===== config.mk =====
export PLATFORM = sky130hd
export DESIGN_NAME = mcu_top
export DESIGN_NICKNAME = d
export VERILOG_FILES = /design/src/logic/isa_pkg.sv /design/src/logic/core_pkg.sv /design/src/logic/code_memory.sv /design/src/logic/alu_core.sv /design/src/logic/data_space.sv /design/src/logic/control_unit.sv /design/src/logic/mcu_top.sv
export VERILOG_INCLUDE_DIRS = /design/src /design/src/logic
export SDC_FILE = /design/constraint.sdc
export NUM_CORES = 2
export LEC_CHECK = 0
export ABC_AREA = 1
export BUFFER_PORTS_ARGS = -buffer_cell sky130_fd_sc_hd__buf_2
export CORE_AREA = 10 10 569 571
export CTS_CLUSTER_DIAMETER = 40
export DETAILED_ROUTE_END_ITERATION = 16
export DIE_AREA = 0 0 579 581
export GPL_TIMING_DRIVEN = 0
export PLACE_DENSITY_LB_ADDON = 0.05
export RECOVER_POWER = 25
export REMOVE_ABC_BUFFERS = 1
export SLEW_MARGIN = 20
export SYNTH_ARGS = -nofsm -noshare
export SYNTH_HDL_FRONTEND = slang
export SYNTH_SLANG_ARGS = --single-unit

===== constraint.sdc =====
create_clock -name clock -period 5.8 [get_ports clock]
set_input_delay 0.58 -clock clock [delete_from_list [all_inputs] [get_ports clock]]
set_output_delay 0.58 -clock clock [all_outputs]
set_load 0.03 [all_outputs]

===== src/logic/mcu_consts.svh =====
`ifndef MCU_CONSTS_SVH
`define MCU_CONSTS_SVH

// --------------------------------------------------
// Word and address widths
// --------------------------------------------------
`define BYTE_W      8
`define CODE_AW     8
`define DATA_AW     8

// Lower half of the direct space
`define IRAM_DEPTH  128

// --------------------------------------------------
// SFR map
// --------------------------------------------------
`define SFR_ACC     8'hE0
`define SFR_PSW     8'hD0
`define SFR_P2      8'hA0
`define PSW_CY_BIT  7

// Reset vector
`define CODE_START  8'h00

`endif


===== src/logic/isa_pkg.sv =====
`include "mcu_consts.svh"

package isa_pkg;

    // Supported opcodes, 8051 encodings
    typedef enum logic [`BYTE_W-1:0] {
        MOV_A_IMM = 8'h74,
        MOV_A_DIR = 8'hE5,
        MOV_DIR_A = 8'hF5,
        ADD_IMM   = 8'h24,
        SUBB_IMM  = 8'h94,
        ANL_IMM   = 8'h54,
        ORL_IMM   = 8'h44,
        XRL_IMM   = 8'h64,
        INC_A     = 8'h04,
        DEC_A     = 8'h14,
        JZ        = 8'h60,
        JNZ       = 8'h70,
        JC        = 8'h40,
        HALT      = 8'hA5
    } opcode_e;

    // Accumulator ALU functions
    typedef enum logic [2:0] {
        PASS_B, ADD, SUBB, ANL, ORL, XRL, INC, DEC
    } alu_op_e;

endpackage


===== src/logic/core_pkg.sv =====
`include "mcu_consts.svh"

package core_pkg;

    typedef logic [`BYTE_W-1:0]  byte_t;
    typedef logic [`CODE_AW-1:0] code_addr_t;
    typedef logic [`DATA_AW-1:0] data_addr_t;

    // Sequencer phases
    typedef enum logic [2:0] {
        IDLE, FETCH, OPERAND, EXECUTE, STOPPED
    } seq_state_e;

    // One direct-space write per cycle, carry rides along
    typedef struct packed {
        logic       en;
        data_addr_t addr;
        byte_t      data;
        logic       cy_en;
        logic       cy;
    } data_wr_t;

    typedef struct packed {
        byte_t result;
        logic  carry;
    } alu_out_t;

endpackage


===== src/logic/code_memory.sv =====
`timescale 1ns/1ps
`include "mcu_consts.svh"

module code_memory (
    input  logic                 clock,
    input  logic                 prog_we,
    input  core_pkg::code_addr_t prog_addr,
    input  core_pkg::byte_t      prog_data,
    input  core_pkg::code_addr_t code_addr,
    output core_pkg::byte_t      code_data
);
    import core_pkg::*;

    localparam int DEPTH = 2 ** `CODE_AW;

    byte_t mem [0:DEPTH-1];

    // Loader side
    always_ff @(posedge clock) begin
        if (prog_we) begin
            mem[prog_addr] <= prog_data;
        end
    end

    // Fetch side, same-cycle read
    assign code_data = mem[code_addr];

endmodule


===== src/logic/alu_core.sv =====
`timescale 1ns/1ps
`include "mcu_consts.svh"

module alu_core (
    input  isa_pkg::alu_op_e   alu_op,
    input  core_pkg::byte_t    a,
    input  core_pkg::byte_t    b,
    input  logic               cy_in,
    output core_pkg::alu_out_t res
);
    import isa_pkg::*;

    // One extra bit holds carry or borrow
    logic [`BYTE_W:0] wide;

    always_comb begin
        wide       = '0;
        res.result = b;
        res.carry  = cy_in;
        case (alu_op)
            PASS_B: res.result = b;
            ADD: begin
                wide       = {1'b0, a} + {1'b0, b};
                res.result = wide[`BYTE_W-1:0];
                res.carry  = wide[`BYTE_W];
            end
            SUBB: begin
                // Wraps negative, top bit flags the borrow
                wide       = {1'b0, a} - {1'b0, b} - {{`BYTE_W{1'b0}}, cy_in};
                res.result = wide[`BYTE_W-1:0];
                res.carry  = wide[`BYTE_W];
            end
            ANL: res.result = a & b;
            ORL: res.result = a | b;
            XRL: res.result = a ^ b;
            INC: res.result = a + 1'b1;
            DEC: res.result = a - 1'b1;
            default: res.result = b;
        endcase
    end

endmodule


===== src/logic/data_space.sv =====
`timescale 1ns/1ps
`include "mcu_consts.svh"

module data_space (
    input  logic                 clock,
    input  logic                 rst_n,
    input  core_pkg::data_wr_t   data_wr,
    input  core_pkg::data_addr_t rd_addr,
    output core_pkg::byte_t      rd_data,
    output core_pkg::byte_t      acc,
    output logic                 carry,
    output core_pkg::byte_t      port2
);
    import core_pkg::*;

    localparam int IRAM_AW = $clog2(`IRAM_DEPTH);

    byte_t iram [0:`IRAM_DEPTH-1];
    byte_t acc_q;
    byte_t p2_q;
    byte_t psw_val;
    logic  cy_q;

    // --------------------------------------------------
    // Write side
    // --------------------------------------------------
    always_ff @(posedge clock) begin
        if (!rst_n) begin
            for (int i = 0; i < `IRAM_DEPTH; i++) begin
                iram[i] <= '0;
            end
            acc_q <= '0;
            p2_q  <= '0;
            cy_q  <= 1'b0;
        end else begin
            if (data_wr.en) begin
                if (data_wr.addr < `IRAM_DEPTH) begin
                    iram[data_wr.addr[IRAM_AW-1:0]] <= data_wr.data;
                end else begin
                    case (data_wr.addr)
                        `SFR_ACC: acc_q <= data_wr.data;
                        `SFR_PSW: cy_q  <= data_wr.data[`PSW_CY_BIT];
                        `SFR_P2:  p2_q  <= data_wr.data;
                        default: ;
                    endcase
                end
            end
            // Flag update from the ALU path
            if (data_wr.cy_en) begin
                cy_q <= data_wr.cy;
            end
        end
    end

    // --------------------------------------------------
    // Read side
    // --------------------------------------------------
    always_comb begin
        psw_val = '0;
        psw_val[`PSW_CY_BIT] = cy_q;
    end

    always_comb begin
        if (rd_addr < `IRAM_DEPTH) begin
            rd_data = iram[rd_addr[IRAM_AW-1:0]];
        end else begin
            case (rd_addr)
                `SFR_ACC: rd_data = acc_q;
                `SFR_PSW: rd_data = psw_val;
                `SFR_P2:  rd_data = p2_q;
                default:  rd_data = '0;
            endcase
        end
    end

    assign acc   = acc_q;
    assign carry = cy_q;
    assign port2 = p2_q;

endmodule


===== src/logic/control_unit.sv =====
`timescale 1ns/1ps
`include "mcu_consts.svh"

module control_unit (
    input  logic                 clock,
    input  logic                 rst_n,
    input  logic                 run,
    output core_pkg::code_addr_t code_addr,
    input  core_pkg::byte_t      code_data,
    input  core_pkg::byte_t      acc,
    input  logic                 carry,
    output core_pkg::data_addr_t rd_addr,
    input  core_pkg::byte_t      rd_data,
    output isa_pkg::alu_op_e     alu_op,
    output core_pkg::byte_t      alu_a,
    output core_pkg::byte_t      alu_b,
    output logic                 alu_cy_in,
    input  core_pkg::alu_out_t   alu_res,
    output core_pkg::data_wr_t   data_wr,
    output logic                 halted
);
    import isa_pkg::*;
    import core_pkg::*;

    seq_state_e state;
    code_addr_t pc;
    byte_t      ir;
    byte_t      operand;
    opcode_e    op;
    logic       acc_write;
    logic       take_jump;

    // Two-byte instructions carry an immediate, address or offset
    function automatic logic has_operand(input byte_t opc);
        case (opcode_e'(opc))
            MOV_A_IMM, MOV_A_DIR, MOV_DIR_A,
            ADD_IMM, SUBB_IMM, ANL_IMM, ORL_IMM, XRL_IMM,
            JZ, JNZ, JC: return 1'b1;
            default:     return 1'b0;
        endcase
    endfunction

    assign op        = opcode_e'(ir);
    assign code_addr = pc;
    assign rd_addr   = operand;
    assign alu_a     = acc;
    assign alu_cy_in = carry;
    assign halted    = (state == STOPPED);

    // --------------------------------------------------
    // Decode
    // --------------------------------------------------
    always_comb begin
        alu_op    = PASS_B;
        alu_b     = operand;
        acc_write = 1'b0;
        take_jump = 1'b0;
        case (op)
            MOV_A_IMM: acc_write = 1'b1;
            MOV_A_DIR: begin
                alu_b     = rd_data;
                acc_write = 1'b1;
            end
            ADD_IMM:  begin alu_op = ADD;  acc_write = 1'b1; end
            SUBB_IMM: begin alu_op = SUBB; acc_write = 1'b1; end
            ANL_IMM:  begin alu_op = ANL;  acc_write = 1'b1; end
            ORL_IMM:  begin alu_op = ORL;  acc_write = 1'b1; end
            XRL_IMM:  begin alu_op = XRL;  acc_write = 1'b1; end
            INC_A:    begin alu_op = INC;  acc_write = 1'b1; end
            DEC_A:    begin alu_op = DEC;  acc_write = 1'b1; end
            JZ:       take_jump = (acc == '0);
            JNZ:      take_jump = (acc != '0);
            JC:       take_jump = carry;
            default: ;
        endcase
    end

    // Writes only leave in EXECUTE
    always_comb begin
        data_wr = '0;
        if (state == EXECUTE) begin
            if (acc_write) begin
                data_wr.en    = 1'b1;
                data_wr.addr  = `SFR_ACC;
                data_wr.data  = alu_res.result;
                data_wr.cy_en = (op == ADD_IMM) || (op == SUBB_IMM);
                data_wr.cy    = alu_res.carry;
            end else if (op == MOV_DIR_A) begin
                data_wr.en   = 1'b1;
                data_wr.addr = operand;
                data_wr.data = acc;
            end
        end
    end

    // --------------------------------------------------
    // Sequencer
    // --------------------------------------------------
    always_ff @(posedge clock) begin
        if (!rst_n) begin
            state <= IDLE;
            pc    <= `CODE_START;
        end else begin
            case (state)
                IDLE: begin
                    pc <= `CODE_START;
                    if (run) begin
                        state <= FETCH;
                    end
                end
                FETCH: begin
                    pc    <= pc + 1'b1;
                    state <= has_operand(code_data) ? OPERAND : EXECUTE;
                end
                OPERAND: begin
                    pc    <= pc + 1'b1;
                    state <= EXECUTE;
                end
                EXECUTE: begin
                    if (op == HALT) begin
                        state <= STOPPED;
                    end else begin
                        state <= FETCH;
                        // PC already points past the jump
                        if (take_jump) begin
                            pc <= pc + operand;
                        end
                    end
                end
                STOPPED: begin
                    if (!run) begin
                        state <= IDLE;
                    end
                end
                default: state <= IDLE;
            endcase
        end
    end

    always_ff @(posedge clock) begin
        if (state == FETCH) begin
            ir <= code_data;
        end
        if (state == OPERAND) begin
            operand <= code_data;
        end
    end

endmodule


===== src/logic/mcu_top.sv =====
`timescale 1ns/1ps

module mcu_top (
    input  logic                 clock,
    input  logic                 rst_n,
    input  logic                 prog_we,
    input  core_pkg::code_addr_t prog_addr,
    input  core_pkg::byte_t      prog_data,
    input  logic                 run,
    output core_pkg::byte_t      port2,
    output logic                 halted
);
    import isa_pkg::*;
    import core_pkg::*;

    code_addr_t code_addr;
    byte_t      code_data;
    byte_t      acc;
    logic       carry;
    data_addr_t rd_addr;
    byte_t      rd_data;
    alu_op_e    alu_op;
    byte_t      alu_a;
    byte_t      alu_b;
    logic       alu_cy_in;
    alu_out_t   alu_res;
    data_wr_t   data_wr;

    code_memory i_code_memory (
        .clock     (clock),
        .prog_we   (prog_we),
        .prog_addr (prog_addr),
        .prog_data (prog_data),
        .code_addr (code_addr),
        .code_data (code_data)
    );

    control_unit i_control_unit (
        .clock     (clock),
        .rst_n     (rst_n),
        .run       (run),
        .code_addr (code_addr),
        .code_data (code_data),
        .acc       (acc),
        .carry     (carry),
        .rd_addr   (rd_addr),
        .rd_data   (rd_data),
        .alu_op    (alu_op),
        .alu_a     (alu_a),
        .alu_b     (alu_b),
        .alu_cy_in (alu_cy_in),
        .alu_res   (alu_res),
        .data_wr   (data_wr),
        .halted    (halted)
    );

    alu_core i_alu_core (
        .alu_op (alu_op),
        .a      (alu_a),
        .b      (alu_b),
        .cy_in  (alu_cy_in),
        .res    (alu_res)
    );

    data_space i_data_space (
        .clock   (clock),
        .rst_n   (rst_n),
        .data_wr (data_wr),
        .rd_addr (rd_addr),
        .rd_data (rd_data),
        .acc     (acc),
        .carry   (carry),
        .port2   (port2)
    );

endmodule


==> qor.yml <==
outcome: "finished, violations left"
violations_in_the_final_reports: "capacitance limit, slew limit"
min_from: "rst_n"
final.setup_skew_ns: 0.0479
report.final.setup_viol: 0
r2r_end: "i_data_space.iram[86][1]"
min-delay-path-class: "input port to register"
grt_max_degree: 122
cts_tree: "built"
cts-buffers-inserted: 526
timing.final.hold_violations: 0
synth-warning-count: 0
holdPathEnd: "i_data_space.iram[84][1]"
maxCapViolCount: 18
grt_usage_pct: 24.4
post_synth_arst_share_pct: 0
cp_max_fo: 37
via_count_of_the_first_global_routing_pass: 91600
grt_first_pass_wirelength_um: 622000
yosys.cell_types.count: 50
synth-edff-count: 3088
synth_largest_type_area_fraction_pct: 69.3
post-synth-top-area-cell: "sky130_fd_sc_hd__edfxtp_1"
post_synth.cell_area_avg_sq_um: 11.0
nets: 12200
finalInstanceArea_sq_um: 160000
area_growth_from_synthesis_to_layout_pct: 19.3
fin_crit_sh_pct: 97.7
data_required_critical_path_ns: 6.53
clk_latency_ns: 1.02
antenna_left: 0
max_fclk_ghz: 0.177
die_height_um: 581
netlist_instances: 12200
dr_total_vias: 94700
yosysMostFrequentCell: "sky130_fd_sc_hd__edfxtp_1"
cpMaxStageDelayCell: "sky130_fd_sc_hd__fa_2"
numPlacedInstances: 15700
die_w_um: 579
initial_core_util_pct: 43.0
final-instance-count-excl-fill: 16700
cellPowerDensity_nw_per_um2: 419
multi_input_area_sq_um: 36100
port_buffers: 28
dp_slack_ns: -2.09
count_of_tritonroute_iterations_in_the_first_routing_pass: 8
fp.dieArea_sq_um: 336000
worst_ir_drop_vdd_uv: 325
worstPathArrival_ns: 6.40
synthTopCellsByArea: "sky130_fd_sc_hd__edfxtp_1, sky130_fd_sc_hd__nand3_1, sky130_fd_sc_hd__nand2_1, sky130_fd_sc_hd__nor2_1, sky130_fd_sc_hd__o21ai_0"
core_sq_um: 311000
rows: 205
worst_path_largest_cell_delay_ns: 0.54
start_kind: "register"
final.hold.worst_slack_ns: 0.230
cts_sinks: 3131
gr-total-overflow: 0
place.gp.congestion: 0.844
placed_cell_area_sq_um: 140000
period_needed_ns: 5.66
clkTransAtPathRegs_ns: 0.05
timing_max_transition_violations_final: 1441
yosys_most_used_dff: "sky130_fd_sc_hd__edfxtp_1"
totalWireLength_um: 431000
number_of_h_tree_levels: 6
vias_per_cell: 5.66
place_hpwl_um: 238000
worst-r2r-setup-slack_ns: 0.14
post_synth_instance_area_sq_um: 134000
timing.critical_path.mode_cell: "sky130_fd_sc_hd__buf_16"
post_synth_most_frequent_cells: "sky130_fd_sc_hd__edfxtp_1, sky130_fd_sc_hd__nand2_1, sky130_fd_sc_hd__nand3_1, sky130_fd_sc_hd__nor2_1, sky130_fd_sc_hd__o21ai_0"
fin_ws_ns: 0.135
static-leakage-power_nw: 55.5
seq_area_sq_um: 93600
rr_worst_depth: 30
drt_first_iter_violations: 10200
ctsRootBufferMaster: "sky130_fd_sc_hd__clkbuf_16"
ioPinCount: 29
yosysSeqAreaShare_pct: 70.0
critPathKind: "register to register"
worst_pin_slew_ns: 4.84
drc: 0
relSlewSlack_pct: -223
worst_setup_path_end_kind: "register"
detailed_route_wire_length_per_cell_um: 25.8
grt_antenna_before_repair: 10
drive_above_1_share_pct: 10.8
fill_cells: 27500
final_util_pct: 51.2
timing.hold.worst_path_depth: 2
synth-seq-cells: 3131
clockBufferDepth: 4
p_total_mw: 66.9
setup_tns_ns: 0
repair_timing:
| action | in CTS | in global routing |
|---|---|---|
| hold buffers | 3 | 0 |
| buffers inserted | 45 | 10 |
| gates resized for setup | 57 | 58 |
| pin swaps | 7 | 26 |
| endpoints found under the setup margin | 1041 | 401 |
| cloned | 48 | 13 |
| endpoints found under the hold margin | 64 | 0 |
how the worst max path moves through the flow:
| stage | slack (ns) | endpoint | from | cells past startpoint |
|---|---|---|---|---|
| finish | 0.14 | i_data_space.iram[86][1] | register | 30 |
| floorplan | -55.76 | i_control_unit.state[0] | register | 15 |
| global placement | -165.25 | i_control_unit.state[0] | register | 15 |
| CTS | -0.05 | i_data_space.iram[63][6] | register | 36 |
| global route | -0.02 | i_data_space.iram[89][1] | register | 30 |
| detailed placement | -2.09 | i_data_space.iram[61][6] | register | 35 |
power breakdown:
group	switching (mW)	internal, mW	total, mW
clock network	11.1	19.9	31.0
logic	7.18	3.13	10.3
registers	0.240	25.3	25.5
placed cells by master, fill, tap and decap left out, drive strengths merged, types with 6 or more instances in the layout:
cell | synthesis | routed
a21oi | 56 | 56
and2 | 6 | 6
buf | 323 | 262
bufbuf | 0 | 22
bufinv | 0 | 66
clkbuf | 531 | 632
clkinv | 3 | 195
clkinvlp | 0 | 42
dfxtp | 43 | 43
diode | 0 | 8
edfxtp | 3088 | 3088
ha | 43 | 43
inv | 155 | 197
nand2 | 2822 | 2825
nand3 | 2258 | 2258
nand4 | 18 | 18
nor2 | 1876 | 1876
nor3 | 33 | 33
o211ai | 6 | 6
o21ai | 591 | 591
o22ai | 267 | 267
or2 | 8 | 8
registers in the layout, indices dropped and copies added (netlist names), named ones only:
name / flops
i_control_unit.state: 3
i_control_unit.rd_addr: 8
i_code_memory.mem: 2048
i_data_space.iram: 1024
i_data_space.port2: 8
i_control_unit.code_addr: 8
i_data_space.acc: 8
i_data_space.carry: 1
i_control_unit.ir: 8
layout make-up:
class                   instances  share of cell area (%)
clock buffers                 602                    8.60
repair inverters                5                  0.0322
well taps                    4140                    3.25
flip-flops and latches       3131                    58.7
multi-input cells            8024                    22.6
repair buffers                317                    3.97
clock inverters               337                    2.42
diodes                          8                  0.0125
inverters                     158                   0.427
per-layer routing:
layer	GRT usage (%)	part of all wire [%]	routed length, um
met4	9.26	4.0	17200
met2	39.7	47	204000
met5	0	0.016	70
met3	3.58	7.1	30600
met1	33.2	42	179000
cell families (layout without fill, tap and decap cells):
group / Yosys count / after routing / synth area share (%)
simple gates: 7033 / 7036 / 22.2
flops: 3131 / 3131 / 70.0
buf+inv: 1012 / 1419 / 3.51
compound gates: 936 / 936 / 3.81
fa+ha+maj: 48 / 48 / 0.477
xor+xnor: 4 / 4 / 0.0262
other cells: 0 / 8 / 0
critical path: cells and delay by family, from the launching register on:
family / cells / cell delay, ns
and+or+nand+nor: 12 / 1.40
buffers and inverters: 9 / 1.37
adders and majority gates: 3 / 1.18
AOI/OAI and AO/OA: 6 / 0.96
DFF: 1 / 0.37
No activity file was read; power rests on OpenSTA's default activity.
